File: src/logic/sync_fifo.sv
// ----------------------------------------------------------
// Synchronous queue with a type parameter, registered read
// with valid strobe, and a programmable full level
// ----------------------------------------------------------

module sync_fifo #(
    parameter type payload_t   = logic [7:0],
    parameter int  DEPTH       = 16,
    parameter int  PROG_THRESH = 8
) (
    input  logic     ap_clk,
    input  logic     areset_csr_index_generator,
    input  logic     wr_en,
    input  payload_t din,
    input  logic     rd_en,
    output payload_t dout,
    output logic     valid,
    output logic     full,
    output logic     empty,
    output logic     prog_full
);

    localparam int ADDR_W = $clog2(DEPTH);
    localparam int CNT_W  = $clog2(DEPTH + 1);

    typedef logic [ADDR_W-1:0] ptr_t;
    typedef logic [CNT_W-1:0]  count_t;

    payload_t mem [DEPTH];
    ptr_t     wr_ptr;
    ptr_t     rd_ptr;
    count_t   count;
    logic     wr_ok;
    logic     rd_ok;

    // Full queue drops writes, empty queue ignores reads
    assign wr_ok = wr_en && !full;
    assign rd_ok = rd_en && !empty;

    assign full      = (count == count_t'(DEPTH));
    assign empty     = (count == '0);
    assign prog_full = (count >= count_t'(PROG_THRESH));

    // ------------------------------------------------------------
    // Pointers, count and read strobe
    // ------------------------------------------------------------
    always_ff @(posedge ap_clk) begin
        if (areset_csr_index_generator) begin
            wr_ptr <= '0;
            rd_ptr <= '0;
            count  <= '0;
            valid  <= 1'b0;
        end else begin
            valid <= rd_ok;
            if (wr_ok) begin
                wr_ptr <= (wr_ptr == ptr_t'(DEPTH - 1)) ? '0 : wr_ptr + 1'b1;
            end
            if (rd_ok) begin
                rd_ptr <= (rd_ptr == ptr_t'(DEPTH - 1)) ? '0 : rd_ptr + 1'b1;
            end
            case ({wr_ok, rd_ok})
                2'b10:   count <= count + 1'b1;
                2'b01:   count <= count - 1'b1;
                default: count <= count;
            endcase
        end
    end

    // Storage and read data
    always_ff @(posedge ap_clk) begin
        if (wr_ok) begin
            mem[wr_ptr] <= din;
        end
        if (rd_ok) begin
            dout <= mem[rd_ptr];
        end
    end

endmodule

File: config.mk
export PLATFORM = sky130hd
export DESIGN_NAME = sync_fifo
export DESIGN_NICKNAME = d
export VERILOG_FILES = /design/src/logic/sync_fifo.sv
export SDC_FILE = /design/constraint.sdc
export NUM_CORES = 1
export LEC_CHECK = 0
export BUFFER_PORTS_ARGS = -buffer_cell sky130_fd_sc_hd__buf_2
export CORE_AREA = 3 3 109 111
export DETAILED_ROUTE_END_ITERATION = 8
export DIE_AREA = 0 0 112 114
export GPL_TIMING_DRIVEN = 0
export PLACE_DENSITY = 0.79
export SLEW_MARGIN = 20
export SYNTH_ARGS = -nofsm -noshare
export SYNTH_HDL_FRONTEND = slang
export SYNTH_SLANG_ARGS = --single-unit
File: constraint.sdc
create_clock -name ap_clk -period 3.3 [get_ports ap_clk]
set_clock_uncertainty 0.05 [all_clocks]
set_input_delay 0.66 -clock ap_clk [delete_from_list [all_inputs] [get_ports ap_clk]]
set_output_delay 0.66 -clock ap_clk [all_outputs]
set_load 0.005 [all_outputs]
==> impl_metrics.yaml <==
outcome:
  status: "finished clean"
critical_path:
  required_ns: 3.70
  crit_type: "register to register"
  slowest_delay_ns: 0.61
  reg2reg_depth: 8
  r2r_start: "count[0]"
  regToRegSetupSlack_ns: 0.16
  cpMostUsedCell: "a21oi_1"
  cp_data_arrival_time_ns: 3.54
  worstPathCellList: "nor4_1, a21boi_2, ha_1, ha_1, a21oi_1, a21oi_1, or4_1, a21oi_1"
  cp_max_fo: 14
  end_kind: "register"
  reg2reg_to: "count[4]"
  critPathLaunchType: "register"
  critPathSlowestCell: "nor4_1"
sta:
  tightestPinTransition_ns: 0.9216
  grt_setup_unrepaired: "false"
  fin_tns_setup_ns: 0
  fin_crit_sh_pct: 95.05
  max_slew_margin_pct: 38.20
  period_needed_ns: 3.137
  fmax_mhz: 318.8
  hold_viol_final: 0
  setup_viol: 0
  slew_violations: 0
clock_network:
  post_cts_resized: 0
  cts_max_level: 4
  numCtsBuffers: 17
  cts_sinks: 150
  clockBufferDepth: 2
  cts.hold.buffers_added: 0
  cts_tree: "yes"
  clk_pin_slew_ns: 0.06
  post_cts_buffers: 0
  cts_root_buffer: "clkbuf_8"
  clk_latency_ns: 0.52
global_route:
  gr-total-overflow: 0
  grt_pass1_wl_microns: 17380
  grt_usage_pct: 18.75
  antenna_found_initial: 0
  grt_max_degree: 17
  grt_pass1_vias: 3083
yosys:
  ys_types: 41
  syn_area_sq_um: 6017
  synth.avg_cell_area_sq_um: 19.10
  syn_inst: 315
  syn_nets: 337
  ys.warnings.count: 0
  ys_ff_latch: 150
  seq_area_frac_synth_pct: 72.53
final_layout:
  num_antenna_cells: 0
  drive_gt1_share_pct: 22.97
  nets: 379
  syn_to_final_growth_pct: 14.78
  final_util_pct: 63.43
die:
  initial_utilization_pct: 55.26
  die_w_microns: 112
  rows: 38
  core_sq_um: 10890
  die-area_sq_um: 12770
  io_pins: 24
  dieHeight_microns: 114
min_path:
  min_from: "areset_csr_index_generator"
  holdCritPathClass: "input port to register"
  holdPathEnd: "valid"
  min_path_cells: 2
routing:
  via_per_inst: 5.975
  vias: 3047
  ant_nets: 0
  drt-total-wl_microns: 11500
  routedWlPerCell_microns: 22.55
  drc: 0
  drt_first_pass_iters: 5
  first_iter_violations: 212
pwr:
  ir_drop_mv: 0.4564
  power_density_nw_per_um2: 771.1
  leakagePower_nw: 2.361
placed_design:
  gp_congestion: 0.7887
  place_hpwl_microns: 7151
  io_buffers: 23
flow_run:
  maxCapViolCount: 0
-- state kept, by name (all words and copies together) (netlist names) --
| name | count |
|---|---|
| mem | 128 |
| valid | 1 |
| dout | 8 |
| rd_ptr | 4 |
| count | 5 |
| wr_ptr | 4 |
-- cell families after synthesis --
kind of cell	share of synthesized area, %
compound gates	4.471
xor+xnor	0.5823
fa+ha+maj	2.204
buf+inv	1.809
flops	72.53
mux	13.87
simple gates	4.533
-- placed cells by master (no fill, tap or decap), types with 3 or more instances in the layout --
cell type and count:
edfxtp_1 136, nor2_1 27, buf_2 26, mux4_1 17, a22oi_1 16, clkbuf_16 16, mux4_2 15, dfxtp_1 14
nand2_1 13, ha_1 9, a21oi_1 7, clkbuf_1 6, inv_6 6, inv_1 5, mux2i_1 5, nor3_2 4
nor2b_1 3, xor2_1 3
-- cell type report --
cell class / instances / area (sq um)
flip-flops and latches: 150 / 4364
fillers: 728 / 3981
multi-input cells: 145 / 1564
clock buffers: 17 / 414.1
well taps: 140 / 175.2
clock inverters: 15 / 165.2
repair buffers: 23 / 115.1
plain buffers: 15 / 90.09
inverters: 5 / 18.77
-- report_power, final --
part,switching (mW),leakage (nW),internal [mW]
Clock,0.789,0.286,1.10
Combinational,0.603,0.731,0.544
Sequential,0.0693,1.35,2.22
-- critical path, delay by kind of cell (launching register included) --
kind            cells  cell delay (ns)
simple gates        2             1.09
compound gates      4             0.83
fa+ha+maj           2             0.73
flops               1             0.37
-- layer usage --
metal  track usage [%]  wire, microns
met5                 0              0
met4             8.734            337
met3             4.668            725
met2             30.58           5876
met1             24.04           4562
-- through the flow --
step / worst slack, ns / cell area, sq um / cells / power [mW] / hold WS (ns)
2_1_floorplan: 0.6253 / 6017 / 315 / 3.150 / 0.4593
3_3_place_gp: 0.1561 / 6307 / 478 / 3.439 / 0.4855
3_5_place_dp: 0.1002 / 6327 / 478 / 3.479 / 0.4966
4_1_cts: 0.1937 / 6907 / 510 / 5.362 / 0.3513
5_1_grt: 0.008570 / 6907 / 510 / 5.542 / 0.3742
6_report: 0.1632 / 6907 / 510 / 5.325 / 0.3755
-- Yosys cell counts, drive strengths merged --
cell type | number | area share [%]
dfxtp | 14 | 4.7
ha | 9 | 1.9
nand3 | 1 | 0.083
nand2 | 13 | 0.81
buf | 9 | 1.1
or3 | 1 | 0.10
nor3 | 4 | 0.33
a21o | 2 | 0.25
nand2b | 2 | 0.21
a41oi | 2 | 0.29
and2 | 1 | 0.10
mux4 | 32 | 13
fa | 1 | 0.33
o211ai | 2 | 0.48
nor2 | 27 | 1.7
a211oi | 1 | 0.12
nor4bb | 1 | 0.17
or4 | 2 | 0.31
xnor2 | 1 | 0.15
edfxtp | 136 | 68
a21boi | 2 | 0.37
o31ai | 1 | 0.12
nor4 | 2 | 0.21
and3 | 1 | 0.10
a21oi | 7 | 0.58
or2 | 1 | 0.10
xor2 | 3 | 0.44
inv | 5 | 0.31
clkbuf | 6 | 0.37
a22oi | 16 | 2.0
a311oi | 1 | 0.15
nor2b | 3 | 0.31
mux2i | 5 | 0.83
a31oi | 1 | 0.10
-- worst max-delay path by stage --
stage,end,cells after the start,from
floorplan,count[4],7,rd_en
global placement,count[4],8,rd_en
detailed placement,count[4],8,rd_en
CTS,count[4],8,count[0]
global route,count[4],8,count[0]
finish,count[4],8,count[0]
Note: power is estimated with default switching activity, not from simulation.
