<file path="config.mk">
export PLATFORM = sky130hd
export DESIGN_NAME = config_assembler
export DESIGN_NICKNAME = d
export VERILOG_FILES = /design/src/logic/engine_pkg.sv /design/src/logic/mem_pkg.sv /design/src/logic/config_assembler.sv
export VERILOG_INCLUDE_DIRS = /design/src /design/src/logic
export SDC_FILE = /design/constraint.sdc
export NUM_CORES = 1
export LEC_CHECK = 0
export BUFFER_PORTS_ARGS = -buffer_cell sky130_fd_sc_hd__buf_2
export CAP_MARGIN = 10
export CORE_MARGIN = 1.5
export CORE_UTILIZATION = 53
export CTS_BUF_LIST = sky130_fd_sc_hd__clkbuf_8
export DETAILED_ROUTE_END_ITERATION = 10
export HOLD_SLACK_MARGIN = 0.06
export PLACE_DENSITY = 0.88
export SYNTH_ARGS = -nofsm -noshare
export SYNTH_HDL_FRONTEND = slang
export SYNTH_SLANG_ARGS = --single-unit
</file>
<file path="constraint.sdc">
create_clock -name ap_clk -period 8.9 [get_ports ap_clk]
set_input_delay 0.445 -clock ap_clk [delete_from_list [all_inputs] [get_ports ap_clk]]
set_output_delay 0.445 -clock ap_clk [all_outputs]
set_load 0.05 [all_outputs]
</file>
<file path="src/logic/csr_config.svh">
// ----------------------------------------------------------
// Widths, sequence window and queue sizes for the
// CSR index configuration collector
// ----------------------------------------------------------

`ifndef CSR_CONFIG_SVH
`define CSR_CONFIG_SVH

// Datapath widths
`define CSR_DATA_W      32
`define CSR_ADDR_W      64
`define CSR_OFFSET_W    16
`define CSR_SHIFT_W     5

// Accepted sequence window, one word per configuration field
`define CSR_SEQ_MIN     0
`define CSR_SEQ_COUNT   8

// Response and configuration queues
`define CSR_FIFO_DEPTH  16
`define CSR_PROG_THRESH 8

`endif

</file>
<file path="src/logic/engine_pkg.sv">
// ----------------------------------------------------------
// Configuration flag, sequence and payload types of the
// CSR index engine
// ----------------------------------------------------------

`include "csr_config.svh"

package engine_pkg;

    // Sequence number of a configuration word
    typedef logic [`CSR_OFFSET_W-1:0] seq_index_t;

    // One bit per configuration word seen
    typedef logic [`CSR_SEQ_COUNT-1:0] config_mask_t;

    // Bit 0 is increment, bit 3 is mode buffer
    typedef struct packed {
        logic mode_buffer;
        logic mode_sequence;
        logic decrement;
        logic increment;
    } engine_flags_t;

    // ------------------------------------------------------------
    // Assembled configuration
    // ------------------------------------------------------------
    typedef struct packed {
        engine_flags_t           flags;
        logic [`CSR_DATA_W-1:0]  index_start;
        logic [`CSR_DATA_W-1:0]  index_end;
        logic [`CSR_DATA_W-1:0]  stride;
        logic [`CSR_DATA_W-2:0]  granularity;
        logic                    shift_direction;
        logic [`CSR_ADDR_W-1:0]  array_pointer;
        logic [`CSR_DATA_W-1:0]  array_size;
    } csr_index_config_t;

endpackage

</file>
<file path="src/logic/mem_pkg.sv">
// ----------------------------------------------------------
// Memory response types seen at the lane input
// ----------------------------------------------------------

`include "csr_config.svh"

package mem_pkg;

    // Buffer class attached to each memory response
    typedef enum logic [2:0] {
        class_invalid      = 3'd0,
        class_cu_setup     = 3'd1,
        class_engine_setup = 3'd2,
        class_data         = 3'd3
    } buffer_class_t;

    typedef logic [`CSR_OFFSET_W-1:0] mem_offset_t;
    typedef logic [`CSR_SHIFT_W-1:0]  mem_shift_t;
    typedef logic [`CSR_DATA_W-1:0]   mem_data_t;

    // ------------------------------------------------------------
    // One response word
    // ------------------------------------------------------------
    // Sequence number is offset >> shift_amount
    typedef struct packed {
        buffer_class_t buffer_class;
        mem_offset_t   offset;
        mem_shift_t    shift_amount;
        mem_data_t     data;
    } memory_response_t;

endpackage

</file>
<file path="src/logic/config_assembler.sv">
// ----------------------------------------------------------
// Configuration assembly with completion mask, output push
// and response pop gating
// ----------------------------------------------------------

`include "csr_config.svh"

module config_assembler (
    input  logic                          ap_clk,
    input  logic                          areset_csr_index_generator,
    input  logic                          word_valid,
    input  mem_pkg::memory_response_t     word,
    input  engine_pkg::seq_index_t        word_seq,
    input  logic                          response_rd_en,
    input  logic                          configuration_rd_en,
    input  logic                          out_prog_full,
    output logic                          response_pop,
    output logic                          configuration_pop,
    output logic                          config_push,
    output engine_pkg::csr_index_config_t config_payload
);

    import engine_pkg::*;

    localparam int IDX_W = $clog2(`CSR_SEQ_COUNT);

    typedef logic [IDX_W-1:0] idx_t;

    logic         response_rd_en_reg;
    logic         configuration_rd_en_reg;
    config_mask_t mask;
    config_mask_t mask_next;
    seq_index_t   seq_rel;
    logic         word_hit;
    idx_t         word_idx;

    // ------------------------------------------------------------
    // Read enable registers
    // ------------------------------------------------------------
    always_ff @(posedge ap_clk) begin
        if (areset_csr_index_generator) begin
            response_rd_en_reg      <= 1'b0;
            configuration_rd_en_reg <= 1'b0;
        end else begin
            response_rd_en_reg      <= response_rd_en;
            configuration_rd_en_reg <= configuration_rd_en;
        end
    end

    assign configuration_pop = configuration_rd_en_reg;

    // No reads while emitting or while the output queue is nearly full
    assign config_push  = &mask;
    assign response_pop = response_rd_en_reg && !config_push && !out_prog_full;

    // ------------------------------------------------------------
    // Word decode
    // ------------------------------------------------------------
    assign seq_rel  = word_seq - seq_index_t'(`CSR_SEQ_MIN);
    assign word_hit = word_valid && (seq_rel < seq_index_t'(`CSR_SEQ_COUNT));
    assign word_idx = seq_rel[IDX_W-1:0];

    // A word landing on the push edge starts the next mask
    always_comb begin
        mask_next = config_push ? '0 : mask;
        if (word_hit) begin
            mask_next[word_idx] = 1'b1;
        end
    end

    always_ff @(posedge ap_clk) begin
        if (areset_csr_index_generator) begin
            mask <= '0;
        end else begin
            mask <= mask_next;
        end
    end

    // Field registers, last write wins
    always_ff @(posedge ap_clk) begin
        if (word_hit) begin
            case (word_idx)
                idx_t'(0): config_payload.flags <= engine_flags_t'(word.data[3:0]);
                idx_t'(1): config_payload.index_start <= word.data;
                idx_t'(2): config_payload.index_end <= word.data;
                idx_t'(3): config_payload.stride <= word.data;
                idx_t'(4): begin
                    config_payload.granularity     <= word.data[`CSR_DATA_W-2:0];
                    config_payload.shift_direction <= word.data[`CSR_DATA_W-1];
                end
                idx_t'(5): config_payload.array_pointer[`CSR_DATA_W-1:0] <= word.data;
                idx_t'(6): begin
                    config_payload.array_pointer[`CSR_ADDR_W-1:`CSR_DATA_W] <= word.data;
                end
                default: config_payload.array_size <= word.data;
            endcase
        end
    end

endmodule

</file>
==> out/qor.csv <==
metric;value;unit
minimum clock period;2.18;ns
clock buffer depth;3;
cell row count;42;
# diodes;0;
DRC Markers;0;
Clock Pin Slew Worst Setup and Hold Paths;0.05;ns
Post-Syn Area;7350;sq um
Peak VDD IR;0.000177;V
cts-stage hold buffer count;0;
prevailing post-synth register cell;edfxtp_1;
WP data arrival;2.29;ns
Die H;121;um
total wire length;16400;um
storage element area;7050;sq um
CTS tree;built;
Fin Clk Skew;0.00330;ns
f_max;0.458;GHz
vias in the first global route;4197;
flops & latches, synth;238;
Post-Synth XOR/XNOR Area;0;%
Sink Count;238;
worst min-delay path class;in2reg;
Critical Path End Type;flip-flop;
first-pass GRT wire length;23800;um
io pins;309;
# port buffers;284;
Remaining Overflow, GRT;0;
Setup CP Type;in2reg;
Max Slew Vio Count;0;
Synth top area share;93.1;%
Hold Crit Depth;2;
most frequent cells in the layout;buf_2 (284), edfxtp_1 (228), clkbuf_8 (39), inv_1 (20), buf_4 (12);
Placer Congestion;0.797;
DIE AREA;14600;sq um
mux contribution to synthesized area;0;%
layout cells sized above 1;55.1;%
Starting Density;54.9;%
DRT iter0 DRCs;204;
DP HPWL;10900;um
H-tree depth;2;
Post-CTS Setup Bufs;0;
maximum fanout along the worst path;8;
latest clock arrival within the worst-skew pair;0.50;ns
Post-synth ARST share;0;%
post-synthesis adder-cell area fraction;0;%
WL per Instance;20.1;um
Post-Synthesis Net Count;360;
post-synthesis cell count;282;
largest net degree at the start of global routing;33;
most common cell after layout, fill and taps aside;buf_2;
post-synthesis compound-gate area fraction;0.851;%
Post-DRT Antenna Nets;0;
Worst-Margin Slew;1.21;ns
Crit path required time;9.01;ns
via count;4107;
post-synthesis simple-gate area fraction;2.88;%
synthesis-to-finish area growth;33.1;%
Largest regs;config_payload: 228 flops, mask: 8 flops;
outcome;finished, final reports clean;
Final period util;24.5;%
Core ar.;13400;sq um
Yosys cell types;18;
Syn Area/Cell;26.1;sq um
TNS Setup;0;ns
Layout Nets;694;
Pleak;3.75;nW
Die Span X;121;um
Final Power;2.07;mW
Reg2Reg Depth;3;
Layout fillers;794;
Max-Cap Viols;0;
register area share after synthesis;95.8;%
Hold Fails Final Rpt;0;
Biggest register;config_payload;
Num CTS Buffers;36;
initial antenna violation count;0;
CTS resizes;0;
Yosys top cell by area;edfxtp_1;
fin util;73.0;%
Clk Tree Root Cell;clkbuf_8;
combinational family with the most area after synthesis;simple AND/OR/NAND/NOR gates;
Post-synth EDFFs;228;
Synth Warn #;0;
crit start category;primary input;
synth top area cells;edfxtp_1 (93%), dfxtp_1 (2.7%), nor4_4 (0.58%);
Multi-input gate area;310;sq um
first drt pass iteration count;4;
setup violators final;0;
Total GRT Usage;22.6;%
Worst slew margin;18.4;%
via-per-instance ratio;5.03;
max reg flops;228;
power per cell area;212;nW/um^2
RSZ-0062 raised after global routing;false;
[report_power, final]
part	switching (mW)	internal (mW)
clock	0.378	0.433
sequential	0.000137	1.23
combinational	0.0229	0.0109
total	0.401	1.67
[cells by family after synthesis]
family	Yosys count
AO/OA/AOI/OAI	9
flip-flops	238
buffers and inverters	9
AND/OR/NAND/NOR	26
[worst paths after layout]
check	from	to	slack (ns)
worst min register to register	mask[1]	mask[1]	0.48
worst max register to register	mask[2]	mask[2]	7.54
worst min-delay path	configuration_rd_en	configuration_pop	0.16
worst max-delay path	word_seq[4]	config_payload[226]	6.72
[critical path, stage by stage]
cell and delay, ns:
buf_2 0.11, nor4b_4 0.38, nand4_2 0.34, nor4_1 1.01
[area by class of cell]
class | count | share of cell area (%)
Clock buffer | 39 | 5.48
Clock inverter | 24 | 1.30
Inverter | 9 | 0.345
Multi-Input combinational cell | 35 | 3.17
Sequential cell | 238 | 72.0
Tap cell | 176 | 2.25
Timing Repair Buffer | 296 | 15.4
[per-stage QoR]
| step | hold slack, ns | area (sq um) | worst slack (ns) | std cells |
|---|---|---|---|---|
| final | 0.158 | 9790 | 6.72 | 817 |
| after global routing | 0.142 | 9790 | 6.64 | 817 |
| after CTS | 0.133 | 9790 | 6.79 | 817 |
| after floorplan | 0.433 | 7350 | 4.31 | 282 |
| after detailed placement | 0.473 | 9120 | 6.26 | 754 |
| after global placement | 0.447 | 9120 | 6.39 | 754 |
[cells in the mapped netlist (2+ instances only)]
| cell | count |
|---|---|
| nor4_4 | 2 |
| dfxtp_1 | 10 |
| o22ai_1 | 6 |
| inv_1 | 9 |
| nor3_1 | 6 |
| nor2b_1 | 2 |
| nor4_1 | 3 |
| nor2_1 | 2 |
| edfxtp_1 | 228 |
| nand2b_1 | 2 |
| nand4_1 | 4 |
| o32ai_1 | 2 |
[metal layers]
metal | share of wire [%] | vias to the layer above | GRT usage (%)
met5 | 0 | - | 0
met4 | 1.8 | 0 | 7.72
met3 | 7.7 | 29 | 6.75
met2 | 52 | 229 | 38.9
met1 | 38 | 2034 | 27.3
li1 | - | 1815 | -
(Power assumes the default switching activity.)
