`src/logic/csr_config.svh`:
```
// ----------------------------------------------------------
// Widths, sequence window and queue sizes for the
// CSR index configuration collector
// ----------------------------------------------------------

`ifndef CSR_CONFIG_SVH
`define CSR_CONFIG_SVH

// Datapath widths
`define CSR_DATA_W      32
`define CSR_ADDR_W      64
`define CSR_OFFSET_W    16
`define CSR_SHIFT_W     5

// Accepted sequence window, one word per configuration field
`define CSR_SEQ_MIN     0
`define CSR_SEQ_COUNT   8

// Response and configuration queues
`define CSR_FIFO_DEPTH  16
`define CSR_PROG_THRESH 8

`endif

```
`src/logic/engine_pkg.sv`:
```
// ----------------------------------------------------------
// Configuration flag, sequence and payload types of the
// CSR index engine
// ----------------------------------------------------------

`include "csr_config.svh"

package engine_pkg;

    // Sequence number of a configuration word
    typedef logic [`CSR_OFFSET_W-1:0] seq_index_t;

    // One bit per configuration word seen
    typedef logic [`CSR_SEQ_COUNT-1:0] config_mask_t;

    // Bit 0 is increment, bit 3 is mode buffer
    typedef struct packed {
        logic mode_buffer;
        logic mode_sequence;
        logic decrement;
        logic increment;
    } engine_flags_t;

    // ------------------------------------------------------------
    // Assembled configuration
    // ------------------------------------------------------------
    typedef struct packed {
        engine_flags_t           flags;
        logic [`CSR_DATA_W-1:0]  index_start;
        logic [`CSR_DATA_W-1:0]  index_end;
        logic [`CSR_DATA_W-1:0]  stride;
        logic [`CSR_DATA_W-2:0]  granularity;
        logic                    shift_direction;
        logic [`CSR_ADDR_W-1:0]  array_pointer;
        logic [`CSR_DATA_W-1:0]  array_size;
    } csr_index_config_t;

endpackage

```
`src/logic/mem_pkg.sv`:
```
// ----------------------------------------------------------
// Memory response types seen at the lane input
// ----------------------------------------------------------

`include "csr_config.svh"

package mem_pkg;

    // Buffer class attached to each memory response
    typedef enum logic [2:0] {
        class_invalid      = 3'd0,
        class_cu_setup     = 3'd1,
        class_engine_setup = 3'd2,
        class_data         = 3'd3
    } buffer_class_t;

    typedef logic [`CSR_OFFSET_W-1:0] mem_offset_t;
    typedef logic [`CSR_SHIFT_W-1:0]  mem_shift_t;
    typedef logic [`CSR_DATA_W-1:0]   mem_data_t;

    // ------------------------------------------------------------
    // One response word
    // ------------------------------------------------------------
    // Sequence number is offset >> shift_amount
    typedef struct packed {
        buffer_class_t buffer_class;
        mem_offset_t   offset;
        mem_shift_t    shift_amount;
        mem_data_t     data;
    } memory_response_t;

endpackage

```
`src/logic/response_filter.sv`:
```
// ----------------------------------------------------------
// Response input register, sequence computation and
// setup-class window filter
// ----------------------------------------------------------

`include "csr_config.svh"

module response_filter (
    input  logic                      ap_clk,
    input  logic                      areset_csr_index_generator,
    input  logic                      response_valid,
    input  mem_pkg::memory_response_t response_payload,
    output logic                      push,
    output mem_pkg::memory_response_t push_payload,
    output engine_pkg::seq_index_t    seq_index
);

    import mem_pkg::*;
    import engine_pkg::*;

    logic             response_valid_reg;
    memory_response_t response_reg;
    seq_index_t       seq_rel;
    logic             setup_class;

    // ------------------------------------------------------------
    // Input register
    // ------------------------------------------------------------
    always_ff @(posedge ap_clk) begin
        if (areset_csr_index_generator) begin
            response_valid_reg <= 1'b0;
        end else begin
            response_valid_reg <= response_valid;
        end
    end

    always_ff @(posedge ap_clk) begin
        response_reg <= response_payload;
    end

    // ------------------------------------------------------------
    // Sequence and filter
    // ------------------------------------------------------------
    assign seq_index = response_reg.offset >> response_reg.shift_amount;

    // Below the window start this wraps high, so one compare covers both ends
    assign seq_rel = seq_index - seq_index_t'(`CSR_SEQ_MIN);

    assign setup_class = (response_reg.buffer_class == class_cu_setup) ||
                         (response_reg.buffer_class == class_engine_setup);

    assign push = response_valid_reg && setup_class &&
                  (seq_rel < seq_index_t'(`CSR_SEQ_COUNT));

    // Downstream the offset field holds the sequence number, unshifted
    always_comb begin
        push_payload              = response_reg;
        push_payload.offset       = seq_index;
        push_payload.shift_amount = '0;
    end

endmodule

```
`config.mk`:
```
export PLATFORM = sky130hd
export DESIGN_NAME = response_filter
export DESIGN_NICKNAME = d
export VERILOG_FILES = /design/src/logic/engine_pkg.sv /design/src/logic/mem_pkg.sv /design/src/logic/response_filter.sv
export VERILOG_INCLUDE_DIRS = /design/src /design/src/logic
export SDC_FILE = /design/constraint.sdc
export NUM_CORES = 1
export LEC_CHECK = 0
export BUFFER_PORTS_ARGS = -buffer_cell sky130_fd_sc_hd__buf_2
export CORE_MARGIN = 3
export CORE_UTILIZATION = 44
export DETAILED_ROUTE_END_ITERATION = 16
export PLACE_DENSITY = 0.79
export SLEW_MARGIN = 25
export SYNTH_ARGS = -nofsm -noshare
export SYNTH_HDL_FRONTEND = slang
export SYNTH_SLANG_ARGS = --single-unit
```
`constraint.sdc`:
```
create_clock -name ap_clk -period 2 [get_ports ap_clk]
set_input_delay 0.2 -clock ap_clk [delete_from_list [all_inputs] [get_ports ap_clk]]
set_output_delay 0.2 -clock ap_clk [all_outputs]
set_load 0.05 [all_outputs]
```
==> results of run 1 <==
[cells in the mapped netlist, types with 3 or more instances]
| cell type | instances |
|---|---|
| nor3_1 | 7 |
| a211oi_1 | 6 |
| buf_4 | 58 |
| nand2_1 | 11 |
| mux2_2 | 6 |
| nand3b_1 | 3 |
| mux2i_1 | 12 |
| o22ai_1 | 3 |
| dfxtp_1 | 57 |
| a21oi_1 | 4 |
| clkbuf_1 | 5 |
| nor2_1 | 23 |
[final cells by class]
cell class | count | area [sq um] | area share
tap | 70 | 87.58 | 0.01962
clock inverter | 3 | 65.06 | 0.01457
sequential | 57 | 1152 | 0.2581
inverter | 3 | 15.01 | 0.003363
timing repair buffer | 235 | 1818 | 0.4072
multi-input combinational | 116 | 1175 | 0.2632
clock buffer | 11 | 151.4 | 0.03391
[power by group]
group / leakage, nW / switching [mW] / internal [mW]
clock network: 0.111 / 0.450 / 0.754
registers: 0.482 / 0.0384 / 1.20
logic: 1.45 / 0.580 / 0.428
[kinds of logic (layout without fill, tap and decap cells)]
group | after synthesis | count (layout) | synth area share
flip-flops | 57 | 57 | 0.4691
AO/OA/AOI/OAI | 31 | 31 | 0.09414
other | 1 | 5 | 0.001542
XOR/XNOR | 1 | 1 | 0.003601
multiplexers | 24 | 24 | 0.1204
buffers and inverters | 70 | 252 | 0.2042
AND/OR/NAND/NOR | 55 | 55 | 0.1070
[layer usage]
layer,up-vias,global-route usage,share of wire
li1,1115,-,-
met1,1156,0.2923,0.37
met2,133,0.4636,0.52
met3,22,0.08184,0.079
met4,0,0.09459,0.028
met5,-,0,0
[timing repair]
item,in CTS,in global routing
endpoints found under the setup margin,31,33
hold buffers,56,0
hold endpoints to repair,56,0
buffers inserted,7,6
gates resized for setup,68,50
pin swaps,6,7
[worst paths after layout]
kind	slack (ns)	start	depth (start not counted)	end
hold / removal	0.03	areset_csr_index_generator	2	response_valid_reg
setup / recovery	-0.57	response_reg[33]	9	push
[layout by cell type, fill, tap and decap left out, drive strengths merged, types with 4 or more instances in the layout]
master       instances
a21oi                4
nor2                23
buf                179
dfxtp               57
dlygate4sd3         56
nand2               11
mux2i               13
nor3                 7
conb                 5
a211oi               6
mux2                 9
clkbuf              11
[per-stage QoR]
step	instances	setup TNS [ns]	instance area, sq um	hold WS, ns
after floorplan	243	-1.935	2670	0.2277
after global placement	413	-1.771	3174	0.3018
after detailed placement	413	-2.202	3174	0.3036
after CTS	490	-5.565	4227	0.01598
after global routing	495	-7.828	4464	0.02668
final	495	-5.906	4464	0.02837
[worst max-delay path: stages, from the launching register on]
cell,delay (ns)
dfxtp_4,0.41
buf_4,0.14
mux2i_4,0.24
buf_4,0.16
nor3_1,0.07
a211oi_2,0.33
nor2_4,0.07
a211o_1,0.28
nor4_4,0.15
buf_6,0.19
==> metrics, run 1 <==
Initial DRT Pass Iterations=4; initial antenna violation count=0; Port Buffer Count=126; vias in the first global route=2,584; Final Util=0.8524; Initial DRC Count=144; period utilization=1.287; Core ar.=5238 sq um; WS Path Type=flop to primary output; GPL Wtd Cong=0.8259; CTS Buf Count=9; Initial Utilization=0.4644; Cells after Synth=239; status=complete, but fails checks; number of clock sinks=57; failing checks=negative setup slack; VDD IR max=708.1 uV; Via density=4.901; pwr/cell area=771.9 nW/um^2; Pwr Total=3.446 mW; # diodes=0; fin. max-slew vios=0; H-tree depth=3; most area-consuming cells after synthesis=dfxtp_1 47%, buf_4 18%, mux2i_1 4.9%; Rows=26; ANT nets after route=0; placed wire-length estimate=4747 microns; setup slack after layout=-0.5734 ns; max-cap viol count=0; Post-synth ARST share=0; largest net degree at the start of global routing=14; Syn Area/Cell=10.18 sq um; Seq/Total Area, Yosys=0.4691; Worst Path Max Fanout=7; largest area contributor in the netlist=dfxtp_1; Chip Width=80.35 microns; startpoint types=flop; vias=2,426; worst slack at placement=-0.3463 ns; clk buf depth=2; #FFs+latches synth=57; Routed WL=8570 microns; Setup violations, final=21; Synth top area share=0.4691; Die Ht=80.35 microns; EDFF count, synth=0; synthesis-to-finish area growth=83.54%; Reg clk slew, reported paths=0.06 ns; top_reg_cell synth=dfxtp_1; IO Pins=132; synth warn=0; Req. time, crit path=1.80 ns; Congestion Overflow GR=0; drc violations=0; # nets final=481; CP Capture Type=primary output; Hold Violations, Final=0; share of cells above drive strength 1=0.6071; upper clock frequency limit=388.6 MHz; CTS root buf=clkbuf_8; fill cell count=256; die area=6456 sq um; Pleak=2.041 nW; Synth Cell Area=2432 sq um; HP Class=input port to flop; RSZ-0062 raised after global routing=yes; global-route wire length before repair=12,710 microns; Final min period=2.573 ns; max reg flops=35; CP Data Arrival Time=2.37 ns; CTS tree=built; library cells used by synthesis=44; total track usage=0.2616; WL/cell=17.31 microns
(Power assumes the default switching activity.)
==> run 2: changes to the inputs <==
--- a/config.mk
+++ b/config.mk
@@ -8,2 +8,3 @@
 export LEC_CHECK = 0
+export ABC_CLOCK_PERIOD_IN_PS = 2000
 export BUFFER_PORTS_ARGS = -buffer_cell sky130_fd_sc_hd__buf_2
--- a/constraint.sdc
+++ b/constraint.sdc
@@ -3,2 +3,2 @@
 set_output_delay 0.2 -clock ap_clk [all_outputs]
-set_load 0.05 [all_outputs]
+set_load 0.01 [all_outputs]
==> run 2 against run 1 <==
- the run still ends with negative setup slack left
- maximum frequency is 1.0% higher
- core utilization is 5.9 points lower
- non-clock buffer count is 5 lower
- setup slack better by 0.027 ns
- wire length is 0.60% lower
- sequential share of layout area is 1.9 points higher
- critical path depth stayed put
- sequential power hardly changed
- via count is 0.87% higher
- total power is 18% lower
- combinational power is 33% lower
- worst hold slack better by 0.013 ns
==> metrics, run 2 (same netlist as run 1, synthesis figures left out) <==
CTS Buf Count=9 (unchanged); CP Capture Type=primary output (unchanged); Port Buffer Count=126 (unchanged); failing checks=negative setup slack (unchanged); vias=2,447 (was 2,426); synthesis-to-finish area growth=70.78% (was 83.54%); Final min period=2.547 ns (was 2.573 ns); CP Data Arrival Time=2.35 ns (was 2.37 ns); clk buf depth=2 (unchanged); Pleak=1.959 nW (was 2.041 nW); Routed WL=8519 microns (was 8570 microns); Initial DRC Count=164 (was 144); Rows=26 (unchanged); status=complete, but fails checks (unchanged); period utilization=1.273 (was 1.287); WS Path Type=flop to primary output (unchanged); upper clock frequency limit=392.7 MHz (was 388.6 MHz); GPL Wtd Cong=0.8864 (was 0.8259); Req. time, crit path=1.80 ns (about the same); H-tree depth=3 (unchanged); WL/cell=17.35 microns (was 17.31 microns); pwr/cell area=683.7 nW/um^2 (was 771.9 nW/um^2); share of cells above drive strength 1=0.5677 (was 0.6071); ANT nets after route=0 (unchanged); vias in the first global route=2,614 (was 2,584); number of clock sinks=57 (unchanged); hold_ws=0.04145 ns (was 0.02837 ns); TNS Setup=-7.509 ns (was -5.906 ns); max reg flops=35 (unchanged); fin. max-slew vios=0 (unchanged); largest net degree at the start of global routing=19 (was 14); die area=6456 sq um (unchanged); final std cells w/o fill=491 (was 495); CTS tree=built (unchanged); Setup violations, final=25 (was 21); drc violations=0 (unchanged); Hold Crit Depth=2 (unchanged); startpoint types=flop (unchanged); IO Pins=132 (unchanged); Reg clk slew, reported paths=0.07 ns (was 0.06 ns); Via density=4.984 (was 4.901); most frequent cells in the layout=118 x buf_2, 56 x dlygate4sd3_1, 54 x dfxtp_1 (was 99 x buf_2, 56 x dlygate4sd3_1, 54 x dfxtp_1); Die Ht=80.35 microns (unchanged); max-cap viol count=0 (unchanged); Worst Path Max Fanout=7 (unchanged); Initial DRT Pass Iterations=4 (unchanged); commonest non-fill, non-tap cell in the layout=buf_2 (unchanged); setup slack after layout=-0.5467 ns (was -0.5734 ns); HP Class=input port to flop (unchanged); # diodes=0 (unchanged); Hold Violations, Final=0 (unchanged); total track usage=0.2601 (was 0.2616); initial antenna violation count=0 (unchanged); CTS root buf=clkbuf_8 (unchanged); RSZ-0062 raised after global routing=yes (unchanged); hold_sp=areset_csr_index_generator (unchanged); fill cell count=302 (was 256); Final Util=0.7931 (was 0.8524); Congestion Overflow GR=0 (unchanged); Initial Utilization=0.4644 (unchanged); Placed Area=2974 sq um (was 3174 sq um); # nets final=476 (was 481); Core ar.=5238 sq um (unchanged); VDD IR max=600.7 uV (was 708.1 uV); placed wire-length estimate=4470 microns (was 4747 microns); global-route wire length before repair=12,570 microns (was 12,710 microns); Cells after DPL=406 (was 413); Chip Width=80.35 microns (unchanged); Hold EP=response_valid_reg (unchanged); fin area=4154 sq um (was 4464 sq um)
==> run 2: cell types whose count changed in the layout (fill, tap and decap cells not counted), sizes merged <==
cell,change
clkinvlp,+2
buf,-5
inv,+1
bufinv,-2
clkbuf,-1
clkinv,+1
==> run 2: layout make-up <==
class                           instances  area (sq um)  share of cell area
Sequential cell                        57          1150              0.2768
Inverter                                3         11.26            0.002711
Timing Repair Buffer                  230          1693              0.4075
Tap cell                               70         87.58             0.02108
Multi-Input combinational cell        116          1042              0.2509
Clock inverter                          5         32.53            0.007831
Clock buffer                           10         137.6             0.03313
==> run 2: worst max-delay path, stage by stage, from the launching register on <==
cell     delay, ns
dfxtp_4       0.37
buf_12        0.15
buf_6         0.13
mux2i_4       0.18
o22a_1        0.22
a211o_1       0.28
o22a_1        0.25
a31oi_2       0.23
nor4_4        0.07
buf_2         0.15
==> run 2: routing by layer <==
metal  global-route usage  share of wire
met3              0.08296          0.088
met1               0.2676           0.35
met5                    0              0
met2               0.4710           0.52
met4               0.1267          0.041
==> run 2: power by group <==
part           internal (mW)  switching (mW)
sequential              1.20          0.0458
combinational          0.383           0.297
clock                  0.471           0.447
==> run 2: through the flow <==
| stage | setup WS, ns | power (mW) |
|---|---|---|
| 3_3_place_gp | -0.1921 | 1.687 |
| 5_1_grt | -0.6271 | 2.952 |
| 6_report | -0.5467 | 2.840 |
| 3_5_place_dp | -0.2872 | 1.696 |
| 2_1_floorplan | -0.03350 | 1.547 |
| 4_1_cts | -0.4952 | 2.736 |
==> run 2: what timing repair did <==
item,4_1_cts,5_1_grt
setup endpoints to repair,27,31
resized for setup,34,40
buffers inserted,11,7
hold buffers,56,0
pin swaps,16,13
endpoints found under the hold margin,56,0
cloned,1,0
==> run 2: how the worst max path moves through the flow <==
stage	start	to	depth (start not counted)	slack (ns)
CTS	response_reg[33]	push	8	-0.50
detailed placement	response_reg[34]	push	7	-0.29
finish	response_reg[33]	push	9	-0.55
global placement	response_reg[34]	push	7	-0.19
floorplan	response_reg[33]	push	8	-0.03
global route	response_reg[33]	push	9	-0.63
==> run 3: changes to the inputs <==
==> constraint.sdc (replaced) <==
create_clock -name ap_clk -period 2 [get_ports ap_clk]
set_input_delay 0 -clock ap_clk [delete_from_list [all_inputs] [get_ports ap_clk]]
set_output_delay 0 -clock ap_clk [all_outputs]
set_load 0.01 [all_outputs]
==> run 3 against run 2 <==
- the flow still finishes with violations (negative setup slack)
- sequential share of layout area is 1.2 points higher
- first-iteration DRC count is 28% lower
- core utilization down 3.2 points
- die area did not move
- sequential cell count unchanged
- highest routed layer unchanged
- clock power is 17% higher
- via count decreased by 7.4%
- largest cell class unchanged
- maximum frequency grew 11%
- sequential power hardly changed
==> metrics, run 3 (same netlist as run 1, synthesis figures left out) <==
share of cells above drive strength 1=0.5444 (was 0.5677); hold_ws=0.3025 ns (was 0.04145 ns); Final Util=0.7609 (was 0.7931); Initial DRC Count=118 (was 164); # nets final=471 (was 476); Reg clk slew, reported paths=0.07 ns (about the same); status=complete, but fails checks (unchanged); VDD IR max=693.1 uV (was 600.7 uV); Multi-input gate area=958.4 sq um (was 1042 sq um); CP Capture Type=primary output (unchanged); RSZ-0062 raised after global routing=yes (unchanged); CP Data Arrival Time=2.29 ns (was 2.35 ns); Hold Violations, Final=0 (unchanged); Hold EP=push_payload[54] (was response_valid_reg); startpoint types=flop (unchanged); Congestion Overflow GR=0 (unchanged); most used cell, CP=o22a_1 (unchanged); met2 usage=0.3825 (was 0.4710); Via density=4.653 (was 4.984); die area=6456 sq um (unchanged); final std cells w/o fill=487 (was 491); Setup violations, final=15 (was 25); grt peak-use layer=met2 (unchanged); crit path from=response_reg[33] (unchanged); hold_sp=response_payload[54] (was areset_csr_index_generator); Hold Crit Depth=2 (unchanged); max-cap viol count=0 (unchanged); Port Buffer Count=126 (unchanged); Chip Width=80.35 microns (unchanged); Worst-Margin Slew=0.5236 ns; max reg flops=35 (unchanged); vias in the first global route=2,335 (was 2,614); H-tree depth=3 (unchanged); setup slack after layout=-0.2885 ns (was -0.5467 ns); vias=2,266 (was 2,447); Pleak=1.921 nW (was 1.959 nW); IO Pins=132 (unchanged); period utilization=1.144 (was 1.273); Initial Utilization=0.4644 (unchanged); worst slack at placement=-0.1058 ns (was -0.2872 ns); WS Path Type=flop to primary output (unchanged); Initial DRT Pass Iterations=4 (unchanged); CTS root buf=clkbuf_8 (unchanged); slew margin rel.=0.6505; number of clock sinks=57 (unchanged); pwr/cell area=731.0 nW/um^2 (was 683.7 nW/um^2); # diodes=0 (unchanged); drc violations=0 (unchanged); GPL Wtd Cong=0.8320 (was 0.8864); largest net degree at the start of global routing=19 (unchanged); global-route wire length before repair=11,110 microns (was 12,570 microns); total track usage=0.2296 (was 0.2601); Final min period=2.288 ns (was 2.547 ns); Cells after DPL=396 (was 406); Routed WL=7263 microns (was 8519 microns); HP Class=input port to flop (unchanged); Worst Path Max Fanout=7 (unchanged); CTS Buf Count=9 (unchanged); commonest non-fill, non-tap cell in the layout=buf_2 (unchanged); fin. max-slew vios=0 (unchanged); upper clock frequency limit=437.0 MHz (was 392.7 MHz); FF/Latch Area=1150 sq um (unchanged); initial antenna violation count=0 (unchanged); CTS tree=built (unchanged); critical-path cell list=buf_6 -> buf_8 -> mux2i_2 -> o22a_1 -> a211o_1 -> o22a_1 -> a31oi_1 -> nor4_2 -> buf_2 (was buf_12 -> buf_6 -> mux2i_4 -> o22a_1 -> a211o_1 -> o22a_1 -> a31oi_2 -> nor4_4 -> buf_2); met1 usage=0.2563 (was 0.2676); Req. time, crit path=2.00 ns (was 1.80 ns); Slowest-stage cell, CP=dfxtp_4 (unchanged); Core ar.=5238 sq um (unchanged); placed wire-length estimate=4375 microns (was 4470 microns); synthesis-to-finish area growth=63.84% (was 70.78%); most frequent cells in the layout=122 x buf_2, 58 x dlygate4sd3_1, 54 x dfxtp_1 (was 118 x buf_2, 56 x dlygate4sd3_1, 54 x dfxtp_1); fill cell count=347 (was 302); Die Ht=80.35 microns (unchanged); CP max stage delay=0.37 ns (about the same); met3 Use GR=0.08857 (was 0.08296); ANT nets after route=0 (unchanged); WL/cell=14.91 microns (was 17.35 microns); failing checks=negative setup slack (unchanged); Rows=26 (unchanged); clk buf depth=2 (unchanged)
run 3: cell types whose count changed in the layout (fill, tap and decap cells not counted), moves of 3 or more:
cell	before	now
a211oi_2	0	4
buf_12	3	0
buf_2	118	122
buf_4	36	33
buf_6	15	10
nor2_1	14	17
nor2_4	4	0
run 3: repair_timing:
item                                    4_1_cts  5_1_grt
hold endpoints to repair                     57        0
buffers inserted                             15        4
resized for setup                            32       24
gates cloned                                  0        0
hold buffers                                 58        0
endpoints found under the setup margin       19       19
pin swaps                                    13        9
run 3: critical path, delay by kind of cell, from the launching register on:
| kind | cells | cell delay, ns |
|---|---|---|
| mux | 1 | 0.15 |
| simple gates | 1 | 0.06 |
| buf+inv | 3 | 0.40 |
| flops | 1 | 0.37 |
| compound gates | 4 | 0.98 |
run 3: final cells by class:
type	instances	share of cell area
Timing Repair Buffer	225	0.3969
Sequential cell	57	0.2885
Multi-Input combinational cell	116	0.2405
Clock buffer	11	0.03548
Tap cell	70	0.02198
Clock inverter	5	0.01381
Inverter	3	0.002826
run 3: worst max-delay path by stage:
stage / end / slack (ns) / cells after the start
3_3_place_gp: push / -0.09 / 7
5_1_grt: push / -0.41 / 9
6_report: push / -0.29 / 9
4_1_cts: push / -0.23 / 9
2_1_floorplan: push / 0.14 / 7
3_5_place_dp: push / -0.11 / 7
run 3: layer usage:
| metal | wire length (microns) | part of all wire |
|---|---|---|
| met4 | 150 | 0.021 |
| met2 | 3680 | 0.51 |
| met1 | 2832 | 0.39 |
| met3 | 600 | 0.083 |
| met5 | 0 | 0 |
run 3: report_power, final:
part           internal (mW)  switching, mW
combinational          0.349          0.256
clock                  0.605          0.463
sequential              1.20         0.0427
total                   2.15          0.763
run 3: metrics by stage:
step | TNS, ns | instance area (sq um) | power (mW)
finish | -1.725 | 3985 | 2.913
global route | -3.455 | 3985 | 3.038
CTS | -1.306 | 3869 | 2.871
detailed placement | -0.1058 | 2860 | 1.664
global placement | -0.08768 | 2860 | 1.658
floorplan | 0 | 2447 | 1.543
